$ cat src/include/soc_defines.svh
`ifndef SOC_DEFINES_SVH
`define SOC_DEFINES_SVH

// Bus widths
`define ADDR_W 32
`define DATA_W 32

// Top address bits that pick a region
`define SEL_W 2

// Byte address widths of the on-chip memories
`define BOOT_ADDR_W 10
`define RAM_ADDR_W 12

// Clocks per bit after reset
`define UART_DIV_INIT 16

`endif

$ cat src/hw/soc_pkg.sv
`include "soc_defines.svh"

package soc_pkg;

   // One code per value of the region select bits
   typedef enum logic [`SEL_W-1:0] {
      BOOT       = 2'd0,
      UART       = 2'd1,
      SOFT_RESET = 2'd2,
      RAM        = 2'd3
   } target_e;

   // UART register word index, addr[4:2]
   typedef enum logic [2:0] {
      TX_DATA  = 3'd0,
      TX_BUSY  = 3'd1,
      RX_DATA  = 3'd2,
      RX_VALID = 3'd3,
      DIV      = 3'd4
   } uart_reg_e;

   typedef enum logic [1:0] {
      TXS_IDLE,
      TXS_START,
      TXS_DATA,
      TXS_STOP
   } uart_tx_state_e;

   typedef enum logic [1:0] {
      RXS_IDLE,
      RXS_START,
      RXS_DATA,
      RXS_STOP
   } uart_rx_state_e;

endpackage

$ cat src/hw/mem_bus_if.sv
`include "soc_defines.svh"

interface mem_bus_if;
   logic              valid;
   logic [`ADDR_W-1:0] addr;
   logic [`DATA_W-1:0] wdata;
   // Zero strobe means read
   logic [3:0]        wstrb;
   logic [`DATA_W-1:0] rdata;
   logic              ready;

   modport master (
      output valid, addr, wdata, wstrb,
      input  rdata, ready
   );

   modport slave (
      input  valid, addr, wdata, wstrb,
      output rdata, ready
   );
endinterface

$ cat src/hw/bus_interconnect.sv
`include "soc_defines.svh"

module bus_interconnect (
   input logic       boot,
   mem_bus_if.slave  cpu,
   mem_bus_if.master boot_mem,
   mem_bus_if.master uart,
   mem_bus_if.master rst,
   mem_bus_if.master ram
);
   import soc_pkg::*;

   target_e region;
   target_e sel;

   assign region = target_e'(cpu.addr[`ADDR_W-1 -: `SEL_W]);

   // After the first soft reset the low region goes to main RAM
   always_comb begin
      if (!boot && region == BOOT)
         sel = RAM;
      else
         sel = region;
   end

   assign boot_mem.addr  = cpu.addr;
   assign boot_mem.wdata = cpu.wdata;
   assign boot_mem.wstrb = cpu.wstrb;
   assign uart.addr      = cpu.addr;
   assign uart.wdata     = cpu.wdata;
   assign uart.wstrb     = cpu.wstrb;
   assign rst.addr       = cpu.addr;
   assign rst.wdata      = cpu.wdata;
   assign rst.wstrb      = cpu.wstrb;
   assign ram.addr       = cpu.addr;
   assign ram.wdata      = cpu.wdata;
   assign ram.wstrb      = cpu.wstrb;

   assign boot_mem.valid = cpu.valid && sel == BOOT;
   assign uart.valid     = cpu.valid && sel == UART;
   assign rst.valid      = cpu.valid && sel == SOFT_RESET;
   assign ram.valid      = cpu.valid && sel == RAM;

   always_comb begin
      case (sel)
         BOOT: begin
            cpu.rdata = boot_mem.rdata;
            cpu.ready = boot_mem.ready;
         end
         UART: begin
            cpu.rdata = uart.rdata;
            cpu.ready = uart.ready;
         end
         SOFT_RESET: begin
            cpu.rdata = rst.rdata;
            cpu.ready = rst.ready;
         end
         default: begin
            cpu.rdata = ram.rdata;
            cpu.ready = ram.ready;
         end
      endcase
   end

endmodule

$ cat src/flat_wrapper.sv
// flat-port wrapper written by rule: the top's interface ports become plain ports
module bus_interconnect_flat import soc_pkg::*;
  (boot, cpu_valid, cpu_addr, cpu_wdata, cpu_wstrb, cpu_rdata, cpu_ready, boot_mem_valid, boot_mem_addr, boot_mem_wdata, boot_mem_wstrb, boot_mem_rdata, boot_mem_ready, uart_valid, uart_addr, uart_wdata, uart_wstrb, uart_rdata, uart_ready, rst_valid, rst_addr, rst_wdata, rst_wstrb, rst_rdata, rst_ready, ram_valid, ram_addr, ram_wdata, ram_wstrb, ram_rdata, ram_ready);
  mem_bus_if cpu_i ();
  mem_bus_if boot_mem_i ();
  mem_bus_if uart_i ();
  mem_bus_if rst_i ();
  mem_bus_if ram_i ();
  input logic boot;
  input wire logic [$bits(cpu_i.valid)-1:0] cpu_valid;
  input wire logic [$bits(cpu_i.addr)-1:0] cpu_addr;
  input wire logic [$bits(cpu_i.wdata)-1:0] cpu_wdata;
  input wire logic [$bits(cpu_i.wstrb)-1:0] cpu_wstrb;
  output wire logic [$bits(cpu_i.rdata)-1:0] cpu_rdata;
  output wire logic [$bits(cpu_i.ready)-1:0] cpu_ready;
  output wire logic [$bits(boot_mem_i.valid)-1:0] boot_mem_valid;
  output wire logic [$bits(boot_mem_i.addr)-1:0] boot_mem_addr;
  output wire logic [$bits(boot_mem_i.wdata)-1:0] boot_mem_wdata;
  output wire logic [$bits(boot_mem_i.wstrb)-1:0] boot_mem_wstrb;
  input wire logic [$bits(boot_mem_i.rdata)-1:0] boot_mem_rdata;
  input wire logic [$bits(boot_mem_i.ready)-1:0] boot_mem_ready;
  output wire logic [$bits(uart_i.valid)-1:0] uart_valid;
  output wire logic [$bits(uart_i.addr)-1:0] uart_addr;
  output wire logic [$bits(uart_i.wdata)-1:0] uart_wdata;
  output wire logic [$bits(uart_i.wstrb)-1:0] uart_wstrb;
  input wire logic [$bits(uart_i.rdata)-1:0] uart_rdata;
  input wire logic [$bits(uart_i.ready)-1:0] uart_ready;
  output wire logic [$bits(rst_i.valid)-1:0] rst_valid;
  output wire logic [$bits(rst_i.addr)-1:0] rst_addr;
  output wire logic [$bits(rst_i.wdata)-1:0] rst_wdata;
  output wire logic [$bits(rst_i.wstrb)-1:0] rst_wstrb;
  input wire logic [$bits(rst_i.rdata)-1:0] rst_rdata;
  input wire logic [$bits(rst_i.ready)-1:0] rst_ready;
  output wire logic [$bits(ram_i.valid)-1:0] ram_valid;
  output wire logic [$bits(ram_i.addr)-1:0] ram_addr;
  output wire logic [$bits(ram_i.wdata)-1:0] ram_wdata;
  output wire logic [$bits(ram_i.wstrb)-1:0] ram_wstrb;
  input wire logic [$bits(ram_i.rdata)-1:0] ram_rdata;
  input wire logic [$bits(ram_i.ready)-1:0] ram_ready;
  assign cpu_i.valid = cpu_valid;
  assign cpu_i.addr = cpu_addr;
  assign cpu_i.wdata = cpu_wdata;
  assign cpu_i.wstrb = cpu_wstrb;
  assign cpu_rdata = cpu_i.rdata;
  assign cpu_ready = cpu_i.ready;
  assign boot_mem_valid = boot_mem_i.valid;
  assign boot_mem_addr = boot_mem_i.addr;
  assign boot_mem_wdata = boot_mem_i.wdata;
  assign boot_mem_wstrb = boot_mem_i.wstrb;
  assign boot_mem_i.rdata = boot_mem_rdata;
  assign boot_mem_i.ready = boot_mem_ready;
  assign uart_valid = uart_i.valid;
  assign uart_addr = uart_i.addr;
  assign uart_wdata = uart_i.wdata;
  assign uart_wstrb = uart_i.wstrb;
  assign uart_i.rdata = uart_rdata;
  assign uart_i.ready = uart_ready;
  assign rst_valid = rst_i.valid;
  assign rst_addr = rst_i.addr;
  assign rst_wdata = rst_i.wdata;
  assign rst_wstrb = rst_i.wstrb;
  assign rst_i.rdata = rst_rdata;
  assign rst_i.ready = rst_ready;
  assign ram_valid = ram_i.valid;
  assign ram_addr = ram_i.addr;
  assign ram_wdata = ram_i.wdata;
  assign ram_wstrb = ram_i.wstrb;
  assign ram_i.rdata = ram_rdata;
  assign ram_i.ready = ram_ready;
  bus_interconnect u_core (.boot(boot), .cpu(cpu_i), .boot_mem(boot_mem_i), .uart(uart_i), .rst(rst_i), .ram(ram_i));
endmodule
$ cat config.mk
export PLATFORM = sky130hd
export DESIGN_NAME = bus_interconnect_flat
export DESIGN_NICKNAME = d
export VERILOG_FILES = /design/src/hw/soc_pkg.sv /design/src/hw/mem_bus_if.sv /design/src/hw/bus_interconnect.sv /design/src/flat_wrapper.sv
export VERILOG_INCLUDE_DIRS = /design/src /design/src/include
export SDC_FILE = /design/constraint.sdc
export NUM_CORES = 1
export LEC_CHECK = 0
export BUFFER_PORTS_ARGS = -buffer_cell sky130_fd_sc_hd__buf_2
export CAP_MARGIN = 20
export CORE_AREA = 10 10 190 192
export DETAILED_ROUTE_END_ITERATION = 12
export DIE_AREA = 0 0 200 202
export GPL_ROUTABILITY_DRIVEN = 0
export GPL_TIMING_DRIVEN = 0
export PLACE_DENSITY = 0.47
export SETUP_SLACK_MARGIN = 0.2
export SLEW_MARGIN = 20
export SYNTH_ARGS = -nofsm -noshare
export SYNTH_HDL_FRONTEND = slang
export SYNTH_SLANG_ARGS = --single-unit
$ cat constraint.sdc
create_clock -name vclk -period 1.13
set_clock_uncertainty 0.2 [all_clocks]
set_input_delay 0.113 -clock vclk [all_inputs]
set_output_delay 0.113 -clock vclk [all_outputs]
set_load 0.1 [all_outputs]
# --- Word-level counts from Yosys, hierarchy flattened ---
# Index checks and enable logic that the tools add are counted.
word_totals:
  register_bits: 0
  word_cells: 14
  output_inout_bits: 309
classes:
  n_eq_ne: 3
  reduce_logical: 8
  muxes: 3
op_table:
  columns: ["operator", "count"]
  rows:
  - ["one-hot mux 32 bit (3 select lines)", 1]
  - ["logical AND 1 bit", 5]
  - ["== test 2 bit, second input constant", 2]
  - ["logical NOT 2 bit", 2]
  - ["one-hot mux 1 bit (3 select lines)", 1]
  - ["== test 2 x 1 -> 1 bit, second input constant", 1]
  - ["two-way mux 2 bit", 1]
  - ["logical NOT 1 bit", 1]

# --- Depth between registers and ports, before layout ---
# Gate-level depths: netlist of the first run.
logic_depth:
  depth_word: 5
  ltp_mapped: 5
  ltp_nobuf: 3

# --- Worst setup path before layout of the first run ---
# No wires, ideal clock.
synth_timing:
  path_kind: "input -> output"
  startpoint: "in boot"
  endpoint: "out boot_mem_valid"
  setup_slack_ps: -2601
  path_buffers: 2
  arrival_time_ps: 3418
  cell_stages: 3
  t_required_ps: 817
  cell_sequence: "buf_2 buf_1 nor4bb_1"
synth_via:
  elab_chain_len: 5
synth_lines:
  columns: ["item", "line_no", "source"]
  rows:
  - ["start, declared", "flat_wrapper.sv:9", "input logic boot;"]
  - ["logical NOT 1 bit", "bus_interconnect.sv:20", "if (!boot && region == BOOT)"]
  - ["logical AND 1 bit", "bus_interconnect.sv:20", null]
  - ["two-way mux 2 bit", "bus_interconnect.sv:20", null]
  - ["logical NOT 2 bit", "bus_interconnect.sv:39", "assign boot_mem.valid = cpu.valid && sel == BOOT;"]
  - ["logical AND 1 bit", "bus_interconnect.sv:39", null]
  - ["end, declared", "flat_wrapper.sv:16", "output wire logic [$bits(boot_mem_i.valid)-1:0] boot_mem_valid;"]
# No other way between the ends.

# --- Worst setup path after layout of the first run ---
layout_timing:
  startpoint: "in cpu_addr[31]"
  endpoint: "out cpu_rdata[10]"
layout_via:
  elab_chain_len: 5
  word_cells_on_any_way: 7
  classes_between: "eq/ne: 2; mux: 2; reduce/logical: 3"
layout_lines:
  columns: ["item", "line_no", "source"]
  rows:
  - ["start, declared", "flat_wrapper.sv:11", "input wire logic [$bits(cpu_i.addr)-1:0] cpu_addr;"]
  - ["logical NOT 2 bit", "bus_interconnect.sv:20", null]
  - ["logical AND 1 bit", "bus_interconnect.sv:20", null]
  - ["two-way mux 2 bit *", "bus_interconnect.sv:20", null]
  - ["== test 2 bit (tied with other cells)", "bus_interconnect.sv:45", "case (sel)"]
  - ["one-hot mux 32 bit (3 select lines) *", "bus_interconnect.sv:45", null]
  - ["end, declared", "flat_wrapper.sv:14", "output wire logic [$bits(cpu_i.rdata)-1:0] cpu_rdata;"]
# Every way passes the cells marked *; elsewhere a longest branch is shown, timed or not.

==> results of run 1 <==
per-layer routing:
metal | vias up | wire length, microns | track usage | share of wire
li1 | 2189 | - | - | -
met1 | 1987 | 8220 | 0.104 | 0.34
met2 | 308 | 13100 | 0.214 | 0.54
met3 | 10 | 2790 | 0.0387 | 0.11
met4 | 0 | 335 | 0.0141 | 0.014
met5 | - | 0 | 0 | 0
logic make-up (layout without fill, tap and decap cells):
family / after synthesis / count (layout) / synth area share
AOI/OAI and AO/OA: 98 / 98 / 0.278
buffers and inverters: 331 / 783 / 0.667
and+or+nand+nor: 41 / 41 / 0.0543
repair_timing:
action / CTS / global route
pin swaps: 27 / 28
setup buffers: 3 / 1
resized for setup: 238 / 53
cloned: 4 / 2
hold endpoints to repair: 0 / 0
setup endpoints to repair: 65 / 81
worst max-delay path, cell delays in order:
cell and delay, ps:
buf_16 140, buf_12 130, nor2_1 40, a221o_1 370, a2bb2oi_4 190, buf_12 190
cell type report:
cell class / instances / area [sq um]
Fill cell: 3530 / 24400
Inverter: 33 / 124
Timing Repair Buffer: 452 / 3140
Tap cell: 442 / 553
Multi-Input combinational cell: 139 / 1610
Buffer: 298 / 2480
where the power goes:
part           switching (mW)  total, mW  internal [mW]  leakage [nW]
logic                    5.86       8.16           2.30          4.25
registers                   0          0              0             0
clock network               0          0              0             0
total                    5.86       8.16           2.30          4.25
placed cells by master (no fill, tap or decap), types with 4 or more instances in the layout:
cell,count
buf_2,333
buf_4,301
buf_12,46
clkbuf_4,45
inv_1,33
a221o_1,31
a2bb2oi_4,30
nor2_1,25
o21ai_0,18
o21ai_1,13
clkbuf_8,6
clkbuf_16,5
nor2_2,5
buf_16,4
buf_6,4
buf_8,4
worst max-delay path by stage:
stage                     end  slack [ps]  depth (start not counted)
6_report        cpu_rdata[10]        -360                          6
5_1_grt         cpu_rdata[11]        -400                          7
4_1_cts          cpu_rdata[7]        -380                          5
3_5_place_dp     cpu_rdata[6]       -1250                          6
3_3_place_gp     cpu_rdata[6]       -1230                          6
2_1_floorplan  boot_mem_valid        -670                          3
stage by stage:
step | hold slack [ps] | std cells
after global routing | 363 | 1364
after floorplan | 230 | 470
after detailed placement | 413 | 1354
after global placement | 413 | 1354
final | 359 | 1364
after CTS | 361 | 1361
==> impl_metrics.json, run 1 <==
{
  "drt_iter0_markers": 100,
  "die_area_sq_mm": 0.0404,
  "track_usage": 0.108,
  "peakVddDrop_mv": 0.698,
  "min_to": "uart_wdata[7]",
  "stdcell_area_sq_mm": 0.00790,
  "area_growth_pct": 127,
  "dp_slack_ps": -1250,
  "syn-num-nets": 672,
  "startpoint_type": "input port",
  "detail_route.drc_violations": 0,
  "synth_most_common_cell": "buf_4",
  "period_share": 1.32,
  "violations": "negative setup slack",
  "nClkBuffers": 0,
  "placed_area_sq_mm": 0.00676,
  "p_per_area_mw_per_mm2": 1030,
  "path_class": "input port to primary output",
  "crit_required_ps": 820,
  "wl_per_cell_microns": 17.9,
  "fmax_mhz": 670,
  "num_rows": 66,
  "design.core.area_sq_mm": 0.0323,
  "port_buffers": 442,
  "grt_pass1_wl_microns": 33000,
  "setup_tns_ps": -11550,
  "wl_microns": 24500,
  "status": "complete, but fails checks",
  "path_max_fanout": 8,
  "yosysSeqAreaShare": 0,
  "pin_count": 511,
  "hold_violations": 0,
  "drv_slew": 0,
  "cts_hold_buffers": 0,
  "seq_cell_count": 0,
  "n_antenna_cell": 0,
  "hold_class": "input port to primary output",
  "grt_pass1_vias": 4988,
  "p_leak_nw": 4.25,
  "gr-total-overflow": 0,
  "syn_inst": 470,
  "critPathLaunch": "cpu_addr[31]",
  "synthTopCellsByCount": "buf_4 (277), inv_1 (33), a221o_1 (31), nor2_1 (31), o21ai_0 (31)",
  "antenna_found_initial": 0,
  "min_period_ps": 1490,
  "synth_area_per_cell_sq_um": 7.41,
  "synth_area_leader_cell": "buf_4",
  "cap_violations": 0,
  "synthTopCellsByArea": "buf_4 (60%), a2bb2oi_2 (13%), a221o_1 (8.9%)",
  "worst_pin_slew_ps": 512,
  "area.sequential_sq_um": 0,
  "die_x_microns": 200,
  "rsz0062_at_grt": "true",
  "hpwl_microns": 22000,
  "slew_headroom": 0.661,
  "dr_total_vias": 4494,
  "nets": 1126,
  "finalCoreUtilization": 0.245,
  "drive_gt1_frac": 0.866,
  "synth_top_area_frac": 0.597,
  "cp.arrival_ps": 1180,
  "ant_nets": 0,
  "yosys_warnings": 0,
  "hold_start": "cpu_wdata[7]",
  "viasPerCell": 3.29,
  "grt_max_degree": 11,
  "setup_ws_ps": -362,
  "finalSetupViolations": 37,
  "die_h_microns": 202,
  "synth_cell_types": 20,
  "p_total_mw": 8.16,
  "dr.pass1.iters": 4,
  "syn_area_sq_mm": 0.00348,
  "end_kind": "primary output",
  "initial_core_util": 0.108,
  "holdPathStages": 2
}
Note: power is estimated with default switching activity, not from simulation.
==> inputs of run 2 (changes only) <==
--- a/config.mk
+++ b/config.mk
@@ -8,12 +8,13 @@
 export LEC_CHECK = 0
 export BUFFER_PORTS_ARGS = -buffer_cell sky130_fd_sc_hd__buf_2
 export CAP_MARGIN = 20
-export CORE_AREA = 10 10 190 192
+export CORE_AREA = 10 10 192 194
 export DETAILED_ROUTE_END_ITERATION = 12
-export DIE_AREA = 0 0 200 202
+export DIE_AREA = 0 0 202 204
 export GPL_ROUTABILITY_DRIVEN = 0
 export GPL_TIMING_DRIVEN = 0
-export PLACE_DENSITY = 0.47
+export PLACE_DENSITY = 0.45
+export REMOVE_ABC_BUFFERS = 1
 export SETUP_SLACK_MARGIN = 0.2
 export SLEW_MARGIN = 20
 export SYNTH_ARGS = -nofsm -noshare
==> constraint.sdc (replaced) <==
create_clock -name vclk -period 1.69
set_clock_uncertainty 0.2 [all_clocks]
set_input_delay 0.169 -clock vclk [all_inputs]
set_output_delay 0.169 -clock vclk [all_outputs]
set_load 0.1 [all_outputs]
==> impl_metrics.json, run 2 (same netlist as run 1, synthesis figures left out) <==
{
  "slew_headroom": 0.680,
  "crit_required_ps": 1320,
  "seqPwrFrac": 0,
  "die_h_microns": 204,
  "drive_gt1_frac": 0.675,
  "dp_slack_ps": -1080,
  "min_to": "boot_mem_addr[14]",
  "cap_violations": 0,
  "n_fill_cell": 3771,
  "pin_count": 511,
  "min_period_ps": 1670,
  "hold-worst-slack_ps": 139,
  "cp.arrival_ps": 1300,
  "die_x_microns": 202,
  "track_usage": 0.186,
  "finalCoreUtilization": 0.134,
  "nClkBuffers": 0,
  "gr-total-overflow": 0,
  "finalSetupViolations": 0,
  "drv_slew": 0,
  "nets": 592,
  "detail_route.drc_violations": 0,
  "p_per_area_mw_per_mm2": 488,
  "power.share.combinational": 1.000,
  "wl_microns": 41100,
  "hold_class": "input port to primary output",
  "internal_power_mw": 0.912,
  "grt_pass1_wl_microns": 48300,
  "period_share": 0.989,
  "drt_iter0_markers": 171,
  "p_leak_nw": 1.88,
  "wl_per_cell_microns": 48.6,
  "num_rows": 67,
  "cts_hold_buffers": 0,
  "seq_cell_count": 0,
  "area_growth_pct": 27.5,
  "critPathLaunch": "cpu_addr[31]",
  "viasPerCell": 3.76,
  "layout_commonest_cell": "buf_2",
  "grt_pass1_vias": 3278,
  "p_clk_frac": 0,
  "grt_max_degree": 37,
  "peakVddDrop_mv": 0.267,
  "design.core.area_sq_mm": 0.0331,
  "setup_tns_ps": 0,
  "rsz0062_at_grt": "true",
  "power.switching_mw": 1.25,
  "dr.pass1.iters": 4,
  "initial_core_util": 0.105,
  "area.sequential_sq_um": 0,
  "setup_ws_ps": 18.6,
  "dr_total_vias": 3184,
  "path_max_fanout": 6,
  "path_class": "input port to primary output",
  "fmax_mhz": 598,
  "ant_nets": 0,
  "holdPathStages": 0,
  "hpwl_microns": 32700,
  "die_area_sq_mm": 0.0412,
  "swShare": 0.579,
  "worst_pin_slew_ps": 474,
  "status": "complete, no violations",
  "startpoint_type": "input port",
  "hold_start": "cpu_addr[14]",
  "port_buffers": 181,
  "end_kind": "primary output",
  "most-common-layout-cells": "buf_2 (142), buf_12 (37), inv_1 (33), a221o_1 (31), a2bb2oi_4 (28)",
  "hold_violations": 0,
  "antenna_found_initial": 22
}
==> run 2: cell count changes in the layout (fill, tap and decap cells not counted), sizes merged <==
cell / change
buf: -480
clkbuf: -55
diode: +10
bufbuf: +1
==> run 2: cell type report <==
type | count | area (sq um) | area share
well taps | 448 | 561 | 0.126
multi-input cells | 139 | 1570 | 0.354
inverters | 33 | 124 | 0.0279
repair buffers | 216 | 2160 | 0.487
diodes | 10 | 25.0 | 0.00564
==> run 2: repair_timing <==
action	in CTS	in global routing
gates resized for setup	210	22
cloned	11	2
setup endpoints to repair	45	34
setup buffers	14	4
pin swaps	16	12
==> run 2: worst max path at each step <==
stage                     slack [ps]              to
after floorplan                -1760  boot_mem_valid
after global placement         -2480   cpu_rdata[27]
after detailed placement       -1080    cpu_rdata[6]
after CTS                          5   cpu_rdata[19]
after global routing             -30    cpu_rdata[6]
final                             20   cpu_rdata[21]
==> run 2: worst max-delay path, stage by stage <==
cell       delay, ps
buf_16           120
buf_12           120
buf_16           130
nor2_2            40
a221o_1          330
a2bb2oi_4        180
buf_12           190
==> run 2: power by group through the flow <==
stage | Sequential, mW | Clock (mW) | Combinational (mW)
after detailed placement | 0 | 0 | 1.44
final | 0 | 0.000000638 | 2.17
after CTS | 0 | 0 | 2.09
after floorplan | 0 | 0 | 0.933
after global placement | 0 | 0 | 1.41
after global routing | 0 | 0.000000158 | 2.24
==> run 2: through the flow <==
step | area [sq um] | std cells | power [mW]
floorplan | 1280 | 172 | 0.933
global placement | 2750 | 801 | 1.41
detailed placement | 2840 | 805 | 1.44
CTS | 4210 | 830 | 2.09
global route | 4420 | 838 | 2.24
finish | 4440 | 846 | 2.17
==> run 2: layer usage <==
layer	vias up	wire length [microns]	global-route usage
met3	87	8460	0.179
met1	1455	11400	0.148
met5	-	296	0.0428
li1	1152	-	-
met2	470	18600	0.299
met4	20	2340	0.0843
==> inputs of run 3 (changes only) <==
--- a/config.mk
+++ b/config.mk
@@ -8,12 +8,12 @@
 export LEC_CHECK = 0
 export BUFFER_PORTS_ARGS = -buffer_cell sky130_fd_sc_hd__buf_2
 export CAP_MARGIN = 20
-export CORE_AREA = 10 10 192 194
+export CORE_AREA = 5 5 198 200
 export DETAILED_ROUTE_END_ITERATION = 12
-export DIE_AREA = 0 0 202 204
+export DIE_AREA = 0 0 203 205
 export GPL_ROUTABILITY_DRIVEN = 0
 export GPL_TIMING_DRIVEN = 0
-export PLACE_DENSITY = 0.45
+export PLACE_DENSITY = 0.33
 export REMOVE_ABC_BUFFERS = 1
 export SETUP_SLACK_MARGIN = 0.2
 export SLEW_MARGIN = 20
==> impl_metrics.json, run 3 (same netlist as run 1, synthesis figures left out) <==
{
  "cts_hold_buffers": 0,
  "viasPerCell": 3.69,
  "dr.pass1.iters": 4,
  "area.sequential_sq_um": 0,
  "dr_total_vias": 3195,
  "status": "complete, no violations",
  "min_period_ps": 1670,
  "worst-path-buf-inv": 4,
  "most-common-layout-cells": "buf_2 (141), buf_12 (37), inv_1 (33), a221o_1 (31), a2bb2oi_4 (24)",
  "drv_slew": 0,
  "internal_power_mw": 0.935,
  "die_h_microns": 205,
  "path_class": "input port to primary output",
  "track_usage": 0.184,
  "area_growth_pct": 32.2,
  "rsz0062_at_grt": "true",
  "end_kind": "primary output",
  "grt_pass1_wl_microns": 48000,
  "p_per_area_mw_per_mm2": 483,
  "hold_violations": 0,
  "holdPathStages": 0,
  "slew_headroom": 0.652,
  "power.switching_mw": 1.29,
  "worst_pin_slew_ps": 519,
  "port_buffers": 181,
  "drive_gt1_frac": 0.699,
  "worst_path_largest_cell_delay_ps": 320,
  "swShare": 0.579,
  "finalSetupViolations": 0,
  "antenna_found_initial": 7,
  "pin_count": 511,
  "p_clk_frac": 0,
  "ant_nets": 0,
  "nClkBuffers": 0,
  "grt_max_degree": 37,
  "hold-worst-slack_ps": 140,
  "crit_chain": "buf_16 -> buf_12 -> buf_16 -> nor2_1 -> a221o_1 -> o2bb2a_4 -> buf_12",
  "min_to": "ram_wdata[2]",
  "die_area_sq_mm": 0.0416,
  "gr-total-overflow": 0,
  "cp.arrival_ps": 1300,
  "slowest_stage": "a221o_1",
  "wl_met3_microns": 8810,
  "seqPwrFrac": 0,
  "wl_microns": 41000,
  "cp_top_family": "buffers and inverters",
  "wl_met1_microns": 11100,
  "peakVddDrop_mv": 0.219,
  "wl_per_cell_microns": 47.2,
  "drt_iter0_markers": 197,
  "cap_violations": 0,
  "design.core.area_sq_mm": 0.0372,
  "hold_class": "input port to primary output",
  "startpoint_type": "input port",
  "wl_met2_microns": 18800,
  "path_max_fanout": 5,
  "crit_required_ps": 1320,
  "finalCoreUtilization": 0.124,
  "setup_tns_ps": 0,
  "power.share.combinational": 1.000,
  "period_share": 0.986,
  "seq_cell_count": 0,
  "hold_start": "cpu_wdata[2]",
  "p_leak_nw": 1.94,
  "grt_pass1_vias": 3214,
  "dr.max_layer_used": "met5",
  "nets": 596,
  "hpwl_microns": 30500,
  "initial_core_util": 0.0935,
  "die_x_microns": 203,
  "layout_commonest_cell": "buf_2",
  "p_total_mw": 2.22,
  "multiInputGateArea_sq_mm": 0.00160,
  "fmax_mhz": 600,
  "num_rows": 71,
  "detail_route.drc_violations": 0,
  "n_fill_cell": 4267
}
## run 3: power by group through the flow
stage                     clock network, mW  logic [mW]  registers (mW)
after floorplan                           0       0.933               0
after global placement                    0        1.41               0
after detailed placement                  0        1.43               0
after CTS                                 0        2.11               0
after global routing                      0        2.30               0
final                          0.0000000791        2.22               0
## run 3: area by class of cell
type / instances / area share
timing repair buffer: 220 / 0.497
tap: 474 / 0.129
multi-input combinational: 139 / 0.347
inverter: 33 / 0.0269
antenna: 1 / 0.000543
## run 3: per-stage QoR
stage	instances	instance area, sq um	worst slack (ps)
finish	867	4600	23.5
global placement	827	2780	-2550
CTS	862	4260	12.7
detailed placement	830	2870	-1110
global route	866	4600	-19.1
floorplan	172	1280	-1760
## run 3: how the worst max path moves through the flow
stage                      to  cells after the start  slack (ps)          from
3_5_place_dp    cpu_rdata[22]                      6       -1110          boot
6_report        cpu_rdata[27]                      7          20  cpu_addr[31]
2_1_floorplan  boot_mem_valid                      1       -1760  cpu_addr[31]
4_1_cts         cpu_rdata[22]                      7          10  cpu_addr[31]
5_1_grt         cpu_rdata[18]                      7         -20          boot
3_3_place_gp    cpu_rdata[27]                      5       -2550  cpu_addr[31]
## run 3: what timing repair did
item | CTS | global route
gates resized for setup | 201 | 52
setup buffers | 17 | 2
endpoints found under the setup margin | 44 | 37
endpoints found under the hold margin | 0 | 0
pin swaps | 18 | 41
gates cloned | 15 | 2
## run 3: per-layer routing
| layer | GRT usage | vias up |
|---|---|---|
| li1 | - | 1147 |
| met1 | 0.146 | 1420 |
| met2 | 0.301 | 555 |
| met3 | 0.187 | 59 |
| met4 | 0.0664 | 14 |
| met5 | 0.0417 | - |
